### src/include/bpu_defs.svh
`ifndef BPU_DEFS_SVH
`define BPU_DEFS_SVH

// address and fetch geometry
`define VADDR_SIZE 32
`define RESET_PC 32'h0000_1000
`define BLOCK_BYTES 16

// table sizes
`define BTB_ENTRIES 64
`define UBTB_ENTRIES 16
`define BTB_TAG_SIZE 8

// word offset of the branch inside a block
`define BR_OFFSET_SIZE 2

`endif
### src/rtl/bpu_pkg.sv
`default_nettype none

`include "bpu_defs.svh"

package bpu_pkg;

    localparam int unsigned BLOCK_OFF_W = $clog2(`BLOCK_BYTES);
    localparam int unsigned BTB_IDX_W = $clog2(`BTB_ENTRIES);
    localparam int unsigned UBTB_IDX_W = $clog2(`UBTB_ENTRIES);

    typedef logic [`VADDR_SIZE-1:0] vaddr_t;

    typedef struct packed {
        vaddr_t start_pc;
        vaddr_t target;
        logic   taken;
    } fetch_block_t;

    typedef struct packed {
        logic                       valid;
        logic [`BTB_TAG_SIZE-1:0]   tag;
        logic [`BR_OFFSET_SIZE-1:0] br_offset;
        vaddr_t                     target;
    } btb_entry_t;

    typedef struct packed {
        vaddr_t target_pc;
    } squash_t;

    typedef struct packed {
        vaddr_t                     start_pc;
        logic [`BR_OFFSET_SIZE-1:0] br_offset;
        vaddr_t                     target;
        logic                       taken;
    } update_t;

    // shared by btb, bimodal_table and stage 2
    function automatic logic [BTB_IDX_W-1:0] btb_index(input vaddr_t pc);
        return pc[BLOCK_OFF_W +: BTB_IDX_W];
    endfunction

    function automatic logic [`BTB_TAG_SIZE-1:0] btb_tag(input vaddr_t pc);
        return pc[BLOCK_OFF_W + BTB_IDX_W +: `BTB_TAG_SIZE];
    endfunction

    // next sequential block
    function automatic vaddr_t fallthrough(input vaddr_t pc);
        return pc + vaddr_t'(`BLOCK_BYTES);
    endfunction

endpackage

`default_nettype wire

### src/rtl/branch_predictor.sv
`timescale 1ns/10ps
`default_nettype none

`include "bpu_defs.svh"

module branch_predictor (
    input  logic                    clk,
    input  logic                    rst_i,
    output logic                    pred_valid_o,
    input  logic                    pred_ready_i,
    output bpu_pkg::fetch_block_t   pred_o,
    output logic                    s2_redirect_o,
    input  logic                    squash_valid_i,
    input  bpu_pkg::squash_t        squash_i,
    input  logic                    update_valid_i,
    input  bpu_pkg::update_t        update_i
);

    logic [`VADDR_SIZE-1:0] pc_q;

    // stage 2 register
    bpu_pkg::fetch_block_t  s2_q;
    logic                   s2_valid_q;

    bpu_pkg::fetch_block_t  s1_block;
    bpu_pkg::fetch_block_t  s2_block;
    bpu_pkg::btb_entry_t    btb_entry;
    logic                   dir_taken;
    logic                   mismatch;
    logic                   advance;

    ubtb ubtb_i (
        .clk            (clk),
        .rst_i          (rst_i),
        .pc_i           (pc_q),
        .update_valid_i (update_valid_i),
        .update_i       (update_i),
        .pred_o         (s1_block)
    );

    btb btb_i (
        .clk            (clk),
        .rst_i          (rst_i),
        .rd_en_i        (advance),
        .pc_i           (pc_q),
        .update_valid_i (update_valid_i),
        .update_i       (update_i),
        .entry_o        (btb_entry)
    );

    bimodal_table bimodal_table_i (
        .clk            (clk),
        .rst_i          (rst_i),
        .rd_en_i        (advance),
        .pc_i           (pc_q),
        .update_valid_i (update_valid_i),
        .update_i       (update_i),
        .taken_o        (dir_taken)
    );

    s2_control s2_control_i (
        .s1_block_i     (s2_q),
        .entry_i        (btb_entry),
        .dir_taken_i    (dir_taken),
        .s2_block_o     (s2_block),
        .mismatch_o     (mismatch)
    );

    // squash wins over everything in its cycle
    assign pred_valid_o = ~rst_i & ~squash_valid_i;
    assign s2_redirect_o = s2_valid_q & mismatch & ~squash_valid_i;
    assign pred_o = s2_redirect_o ? s2_block : s1_block;

    assign advance = pred_ready_i | ~pred_valid_o;

    always_ff @(posedge clk) begin
        if (rst_i) begin
            pc_q <= `RESET_PC;
            s2_valid_q <= 1'b0;
        end else if (squash_valid_i) begin
            pc_q <= squash_i.target_pc;
            s2_valid_q <= 1'b0;
        end else if (advance) begin
            pc_q <= pred_o.target;
            // a redirected block is not rechecked
            s2_valid_q <= ~s2_redirect_o;
        end
    end

    always_ff @(posedge clk) begin
        if (advance && !s2_redirect_o) begin
            s2_q <= s1_block;
        end
    end

endmodule

`default_nettype wire

### src/rtl/s2_control.sv
`timescale 1ns/10ps
`default_nettype none

`include "bpu_defs.svh"

module s2_control (
    input  bpu_pkg::fetch_block_t   s1_block_i,
    input  bpu_pkg::btb_entry_t     entry_i,
    input  logic                    dir_taken_i,
    output bpu_pkg::fetch_block_t   s2_block_o,
    output logic                    mismatch_o
);

    logic [`BTB_TAG_SIZE-1:0] lookup_tag;
    logic [`VADDR_SIZE-1:0]   fth_pc;
    logic                     hit;
    logic                     pred_taken;
    logic                     target_diff;
    logic                     taken_diff;

    assign lookup_tag = bpu_pkg::btb_tag(s1_block_i.start_pc);
    assign fth_pc = bpu_pkg::fallthrough(s1_block_i.start_pc);

    assign hit = entry_i.valid && (entry_i.tag == lookup_tag);

    // counter upper bit set means 2 or 3
    assign pred_taken = hit & dir_taken_i;

    always_comb begin
        s2_block_o.start_pc = s1_block_i.start_pc;
        s2_block_o.taken = pred_taken;
        if (pred_taken) begin
            s2_block_o.target = entry_i.target;
        end else begin
            s2_block_o.target = fth_pc;
        end
    end

    // compared against what stage 1 already sent out
    assign target_diff = s2_block_o.target != s1_block_i.target;
    assign taken_diff = s2_block_o.taken != s1_block_i.taken;

    // not qualified by stage 2 valid here
    assign mismatch_o = target_diff | taken_diff;

endmodule

`default_nettype wire

### src/rtl/bimodal_table.sv
`timescale 1ns/10ps
`default_nettype none

`include "bpu_defs.svh"

module bimodal_table (
    input  logic                    clk,
    input  logic                    rst_i,
    input  logic                    rd_en_i,
    input  logic [`VADDR_SIZE-1:0]  pc_i,
    input  logic                    update_valid_i,
    input  bpu_pkg::update_t        update_i,
    output logic                    taken_o
);

    localparam int unsigned IDX_W = bpu_pkg::BTB_IDX_W;

    logic [1:0]       ctr_q [`BTB_ENTRIES];
    logic [IDX_W-1:0] rd_idx;
    logic [IDX_W-1:0] wr_idx;
    logic [1:0]       cur_ctr;
    logic [1:0]       next_ctr;

    assign rd_idx = bpu_pkg::btb_index(pc_i);
    assign wr_idx = bpu_pkg::btb_index(update_i.start_pc);
    assign cur_ctr = ctr_q[wr_idx];

    // saturating step
    always_comb begin
        if (update_i.taken) begin
            next_ctr = (cur_ctr == 2'd3) ? cur_ctr : cur_ctr + 2'd1;
        end else begin
            next_ctr = (cur_ctr == 2'd0) ? cur_ctr : cur_ctr - 2'd1;
        end
    end

    always_ff @(posedge clk) begin
        if (rst_i) begin
            // weakly not taken
            for (int i = 0; i < `BTB_ENTRIES; i++) begin
                ctr_q[i] <= 2'd1;
            end
        end else if (update_valid_i) begin
            ctr_q[wr_idx] <= next_ctr;
        end
    end

    always_ff @(posedge clk) begin
        if (rst_i) begin
            taken_o <= 1'b0;
        end else if (rd_en_i) begin
            taken_o <= ctr_q[rd_idx][1];
        end
    end

endmodule

`default_nettype wire

### src/rtl/btb.sv
`timescale 1ns/10ps
`default_nettype none

`include "bpu_defs.svh"

module btb (
    input  logic                    clk,
    input  logic                    rst_i,
    input  logic                    rd_en_i,
    input  logic [`VADDR_SIZE-1:0]  pc_i,
    input  logic                    update_valid_i,
    input  bpu_pkg::update_t        update_i,
    output bpu_pkg::btb_entry_t     entry_o
);

    localparam int unsigned IDX_W = bpu_pkg::BTB_IDX_W;

    logic [`BTB_ENTRIES-1:0]    valid_q;
    logic [`BTB_TAG_SIZE-1:0]   tag_mem [`BTB_ENTRIES];
    logic [`BR_OFFSET_SIZE-1:0] offset_mem [`BTB_ENTRIES];
    logic [`VADDR_SIZE-1:0]     target_mem [`BTB_ENTRIES];

    logic [IDX_W-1:0] rd_idx;
    logic [IDX_W-1:0] wr_idx;
    logic             wr_en;

    assign rd_idx = bpu_pkg::btb_index(pc_i);
    assign wr_idx = bpu_pkg::btb_index(update_i.start_pc);
    assign wr_en = update_valid_i & update_i.taken;

    always_ff @(posedge clk) begin
        if (rst_i) begin
            valid_q <= '0;
        end else if (wr_en) begin
            valid_q[wr_idx] <= 1'b1;
        end
    end

    always_ff @(posedge clk) begin
        if (wr_en) begin
            tag_mem[wr_idx] <= bpu_pkg::btb_tag(update_i.start_pc);
            offset_mem[wr_idx] <= update_i.br_offset;
            target_mem[wr_idx] <= update_i.target;
        end
    end

    // read lines up with the stage 2 register, tag check happens there
    always_ff @(posedge clk) begin
        if (rd_en_i) begin
            entry_o.valid <= valid_q[rd_idx];
            entry_o.tag <= tag_mem[rd_idx];
            entry_o.br_offset <= offset_mem[rd_idx];
            entry_o.target <= target_mem[rd_idx];
        end
    end

endmodule

`default_nettype wire

### src/rtl/ubtb.sv
`timescale 1ns/10ps
`default_nettype none

`include "bpu_defs.svh"

module ubtb (
    input  logic                    clk,
    input  logic                    rst_i,
    input  logic [`VADDR_SIZE-1:0]  pc_i,
    input  logic                    update_valid_i,
    input  bpu_pkg::update_t        update_i,
    output bpu_pkg::fetch_block_t   pred_o
);

    localparam int unsigned IDX_W = bpu_pkg::UBTB_IDX_W;
    localparam int unsigned TAG_LSB = bpu_pkg::BLOCK_OFF_W + IDX_W;
    localparam int unsigned TAG_W = `VADDR_SIZE - TAG_LSB;

    logic [`UBTB_ENTRIES-1:0] valid_q;
    logic [TAG_W-1:0]         tag_mem [`UBTB_ENTRIES];
    logic [`VADDR_SIZE-1:0]   target_mem [`UBTB_ENTRIES];

    logic [IDX_W-1:0] rd_idx;
    logic [IDX_W-1:0] wr_idx;
    logic             wr_en;
    logic             hit;

    assign rd_idx = pc_i[bpu_pkg::BLOCK_OFF_W +: IDX_W];
    assign wr_idx = update_i.start_pc[bpu_pkg::BLOCK_OFF_W +: IDX_W];

    // only taken branches allocate
    assign wr_en = update_valid_i & update_i.taken;

    always_ff @(posedge clk) begin
        if (rst_i) begin
            valid_q <= '0;
        end else if (wr_en) begin
            valid_q[wr_idx] <= 1'b1;
        end
    end

    always_ff @(posedge clk) begin
        if (wr_en) begin
            tag_mem[wr_idx] <= update_i.start_pc[`VADDR_SIZE-1:TAG_LSB];
            target_mem[wr_idx] <= update_i.target;
        end
    end

    // same-cycle lookup
    assign hit = valid_q[rd_idx] && (tag_mem[rd_idx] == pc_i[`VADDR_SIZE-1:TAG_LSB]);

    always_comb begin
        pred_o.start_pc = pc_i;
        pred_o.taken = hit;
        if (hit) begin
            pred_o.target = target_mem[rd_idx];
        end else begin
            pred_o.target = bpu_pkg::fallthrough(pc_i);
        end
    end

endmodule

`default_nettype wire

### config.mk
export PLATFORM = sky130hd
export DESIGN_NAME = branch_predictor
export DESIGN_NICKNAME = d
export VERILOG_FILES = /design/src/rtl/bpu_pkg.sv /design/src/rtl/branch_predictor.sv /design/src/rtl/s2_control.sv /design/src/rtl/bimodal_table.sv /design/src/rtl/btb.sv /design/src/rtl/ubtb.sv
export VERILOG_INCLUDE_DIRS = /design/src /design/src/include
export SDC_FILE = /design/constraint.sdc
export NUM_CORES = 2
export LEC_CHECK = 0
export BUFFER_PORTS_ARGS = -buffer_cell sky130_fd_sc_hd__buf_2
export CORE_ASPECT_RATIO = 1.4
export CORE_UTILIZATION = 59
export CTS_BUF_LIST = sky130_fd_sc_hd__clkbuf_4
export CTS_CLUSTER_DIAMETER = 120
export DETAILED_ROUTE_END_ITERATION = 12
export PLACE_DENSITY = 0.78
export SYNTH_ARGS = -nofsm -noshare
export SYNTH_HDL_FRONTEND = slang
export SYNTH_SLANG_ARGS = --single-unit
### constraint.sdc
create_clock -name clk -period 6.9 [get_ports clk]
set_input_delay 0.69 -clock clk [delete_from_list [all_inputs] [get_ports clk]]
set_output_delay 0.69 -clock clk [all_outputs]
set_load 0.03 [all_outputs]
==> qor.csv <==
stage;metric;value;unit
routing;vias;76400;
clocking;root_buffer;clkbuf_4;
flow_run;maxCapViolations;0;
cells_and_area;area_growth_syn_to_layout;11.2;%
synth;synth_nets;6786;
synth;synth_edf_count;3690;
floorplanning;die_area;256000;µm²
synth;syn_area_per_cell;22.4;µm²
synth;synth_flop_cell;edfxtp_1;
timing;fin_tns_setup;0;ns
cells_and_area;ff_latch_area;113000;µm²
clocking;worstSkewPairLatency;1.30;ns
routing;routed.top_layer;met5;
critical_path;reg2reg_to;pc_q[31];
clocking;clock-sinks;3808;
critical_path;critPathRequiredTime;6.21;ns
timing;setup_slack;0.0802;ns
cells_and_area;layout.nets;7648;
timing;slew_violations;0;
grt;grt_pass1_vias;79500;
timing;finalCriticalPeriod;6.82;ns
critical_path;critPathLaunchType;flop;
cells_and_area;drive_gt1_share;37.0;%
synth;yosys.area.top_type_share;74.0;%
clocking;htreeDepth;6;
synth;synthCells;6680;
routing;drc;0;
cells_and_area;final.fill_count;15500;
critical_path;cp.arrival;6.13;ns
floorplanning;start_util;59.4;%
clocking;cts_tree;yes;
routing;drt_iter0_markers;9520;
pwr;ir_worst_vdd;0.000192;V
worst_hold_path;hold_start;update_i[50];
timing;setup_violations;0;
floorplanning;die_w;428;µm
floorplanning;coreArea;252000;µm²
critical_path;endpoint_kind;output pin;
placed_design;pre_cts_slack;0.923;ns
routing;first_pass_iters;7;
status;status;finished, final reports clean;
clocking;numCtsBuffers;808;
timing;fin_crit_sh;98.8;%
cells_and_area;multi_input_area;35100;µm²
routing;via_per_inst;6.66;
grt;overflow;0;
critical_path;cp_max_fo;32;
placed_design;portBuffers;164;
pwr;power.leakage;52.4;nW
timing;clock.fmax;147;MHz
routing;wl_met1;126000;µm
placed_design;finalWeightedCongestion;0.984;
synth;synth-seq-area-share;75.6;%
routing;wl;386000;µm
synth;ys_seq_elements;3808;
synth;synth_area_leaders;edfxtp_1, mux4_2, dfxtp_1;
floorplanning;io_pins;171;
floorplanning;die_h;598;µm
routing;dr_wl_met3;37500;µm
timing;hold_viol_final;0;
grt;grt_usage;30.5;%
critical_path;criticalPathCategory;flop to output pin;
synth;ys_async_sr_fraction;0;%
timing;whs;0.118;ns
timing;tightest_slew;1.38;ns
routing;wire_per_inst;33.7;µm
critical_path;r2r_cells;11;
worst_hold_path;hold_class;input pin to flop;
synth;synth_most_common_cell;edfxtp_1;
synth;yosysTopAreaCell;edfxtp_1;
clocking;path_clk_slew;0.07;ns
synth;synth_common_cells;edfxtp_1, mux4_2, nor2_1;
synth;yosysUniqueCellTypes;73;
timing;finClkSkew;0.0776;ns
timing;slew-limit-headroom;7.99;%
clocking;cts_buffer_depth;4;
grt;grt_max_degree;143;
synth;netlist_area;150000;µm²
grt;antenna_found_initial;45;
grt;grt_pass1_wl;549000;µm
pwr;powerDensity;280;nW/µm²
synth;ys_warn_count;0;
critical_path;cp-endpoint;pred_o[16];
timing;rsz0062_at_grt;no;
routing;wl_met2;202000;µm
floorplanning;row_count;218;
placed_design;dp_hpwl;220000;µm
routing;ant_nets;0;
critical_path;ff2ff_setup_slack;1.78;ns
how the worst min path moves through the flow:
stage / end / cells past startpoint
5_1_grt: btb_i.target_mem[61][15] / 2
6_report: ubtb_i.tag_mem[3][7] / 2
3_3_place_gp: btb_i.valid_q[2] / 2
2_1_floorplan: s2_q[39] / 0
4_1_cts: btb_i.valid_q[6] / 3
3_5_place_dp: btb_i.valid_q[31] / 2
power breakdown:
group / internal (mW) / switching (mW) / leakage [nW] / total [mW]
clock network: 8.33 / 8.46 / 6.08 / 16.8
logic: 1.63 / 2.27 / 12.0 / 3.90
registers: 25.6 / 0.303 / 34.3 / 25.9
total: 35.6 / 11.0 / 52.4 / 46.6
critical path, cell delays in order (launching register included):
cell,delay (ns)
dfxtp_4,0.66
mux4_1,0.63
mux4_2,0.56
xnor2_1,0.17
nand2_1,0.39
or4_4,0.68
nor4_4,0.36
buf_12,0.29
mux2_2,0.24
inv_1,0.04
mux2i_1,0.32
buf_2,0.37
layout make-up:
| cell class | count | area share [%] |
|---|---|---|
| sequential | 3808 | 68.0 |
| multi-input combinational | 2394 | 21.1 |
| clock buffer | 1158 | 5.22 |
| tap | 3300 | 2.48 |
| timing repair buffer | 456 | 2.10 |
| clock inverter | 262 | 0.920 |
| inverter | 74 | 0.173 |
| antenna | 18 | 0.0271 |
flip-flops by register name, summed over array words and instances (netlist names), named ones only:
| name | cells |
|---|---|
| ubtb_i.tag_mem | 384 |
| bimodal_table_i.taken_o | 1 |
| btb_i.tag_mem | 512 |
| s2_valid_q | 1 |
| btb_i.valid_q | 64 |
| btb_i.target_mem | 2048 |
| bimodal_table_i.ctr_q | 128 |
| btb_i.entry_o | 41 |
| ubtb_i.target_mem | 512 |
| pc_q | 32 |
| s2_q | 65 |
| ubtb_i.valid_q | 16 |
cell usage in the layout (no fill, tap or decap), types with 18 or more instances in the layout:
cell type,n
a211oi_1,23
a21o_1,58
a21oi_1,52
buf_12,23
buf_2,161
buf_4,197
clkbuf_4,1158
clkinv_1,176
clkinv_2,53
dfxtp_1,108
diode_2,18
dlygate4sd3_1,73
edfxtp_1,3690
inv_1,65
mux2_2,65
mux2i_1,70
mux4_2,1171
nand2_1,77
nand3_1,89
nand4_1,25
nor2_1,213
nor2_4,68
nor3_1,94
nor4_1,21
o31ai_1,33
xnor2_1,66
xor2_1,32
per-layer routing:
metal	track usage (%)	vias up
met5	0	-
met4	15.6	30
li1	-	30600
met2	52.4	5214
met1	36.5	39600
met3	5.99	1042
what timing repair did:
item	in CTS	in global routing
gates resized for setup	2	0
hold buffers	71	2
setup buffers	1	0
setup endpoints to repair	48	0
hold endpoints to repair	610	62
cells by family after synthesis:
logic type	count (synthesis)	share of synthesized area, %
compound gates	266	1.33
fa+ha+maj	4	0.0301
simple gates	683	2.15
xor+xnor	100	0.599
buf+inv	479	1.32
flops	3808	75.6
mux	1340	19.0
metrics by stage:
stage	power [mW]	utilization, %	cell area, µm²	instances
after CTS	46.8	66.0	166000	11500
after detailed placement	30.2	61.7	155000	9957
final	46.6	66.1	167000	11500
after floorplan	28.7	-	150000	6680
after global placement	30.1	61.7	155000	9957
after global routing	48.0	66.1	166000	11500
Power figures use the tool's default switching activity.
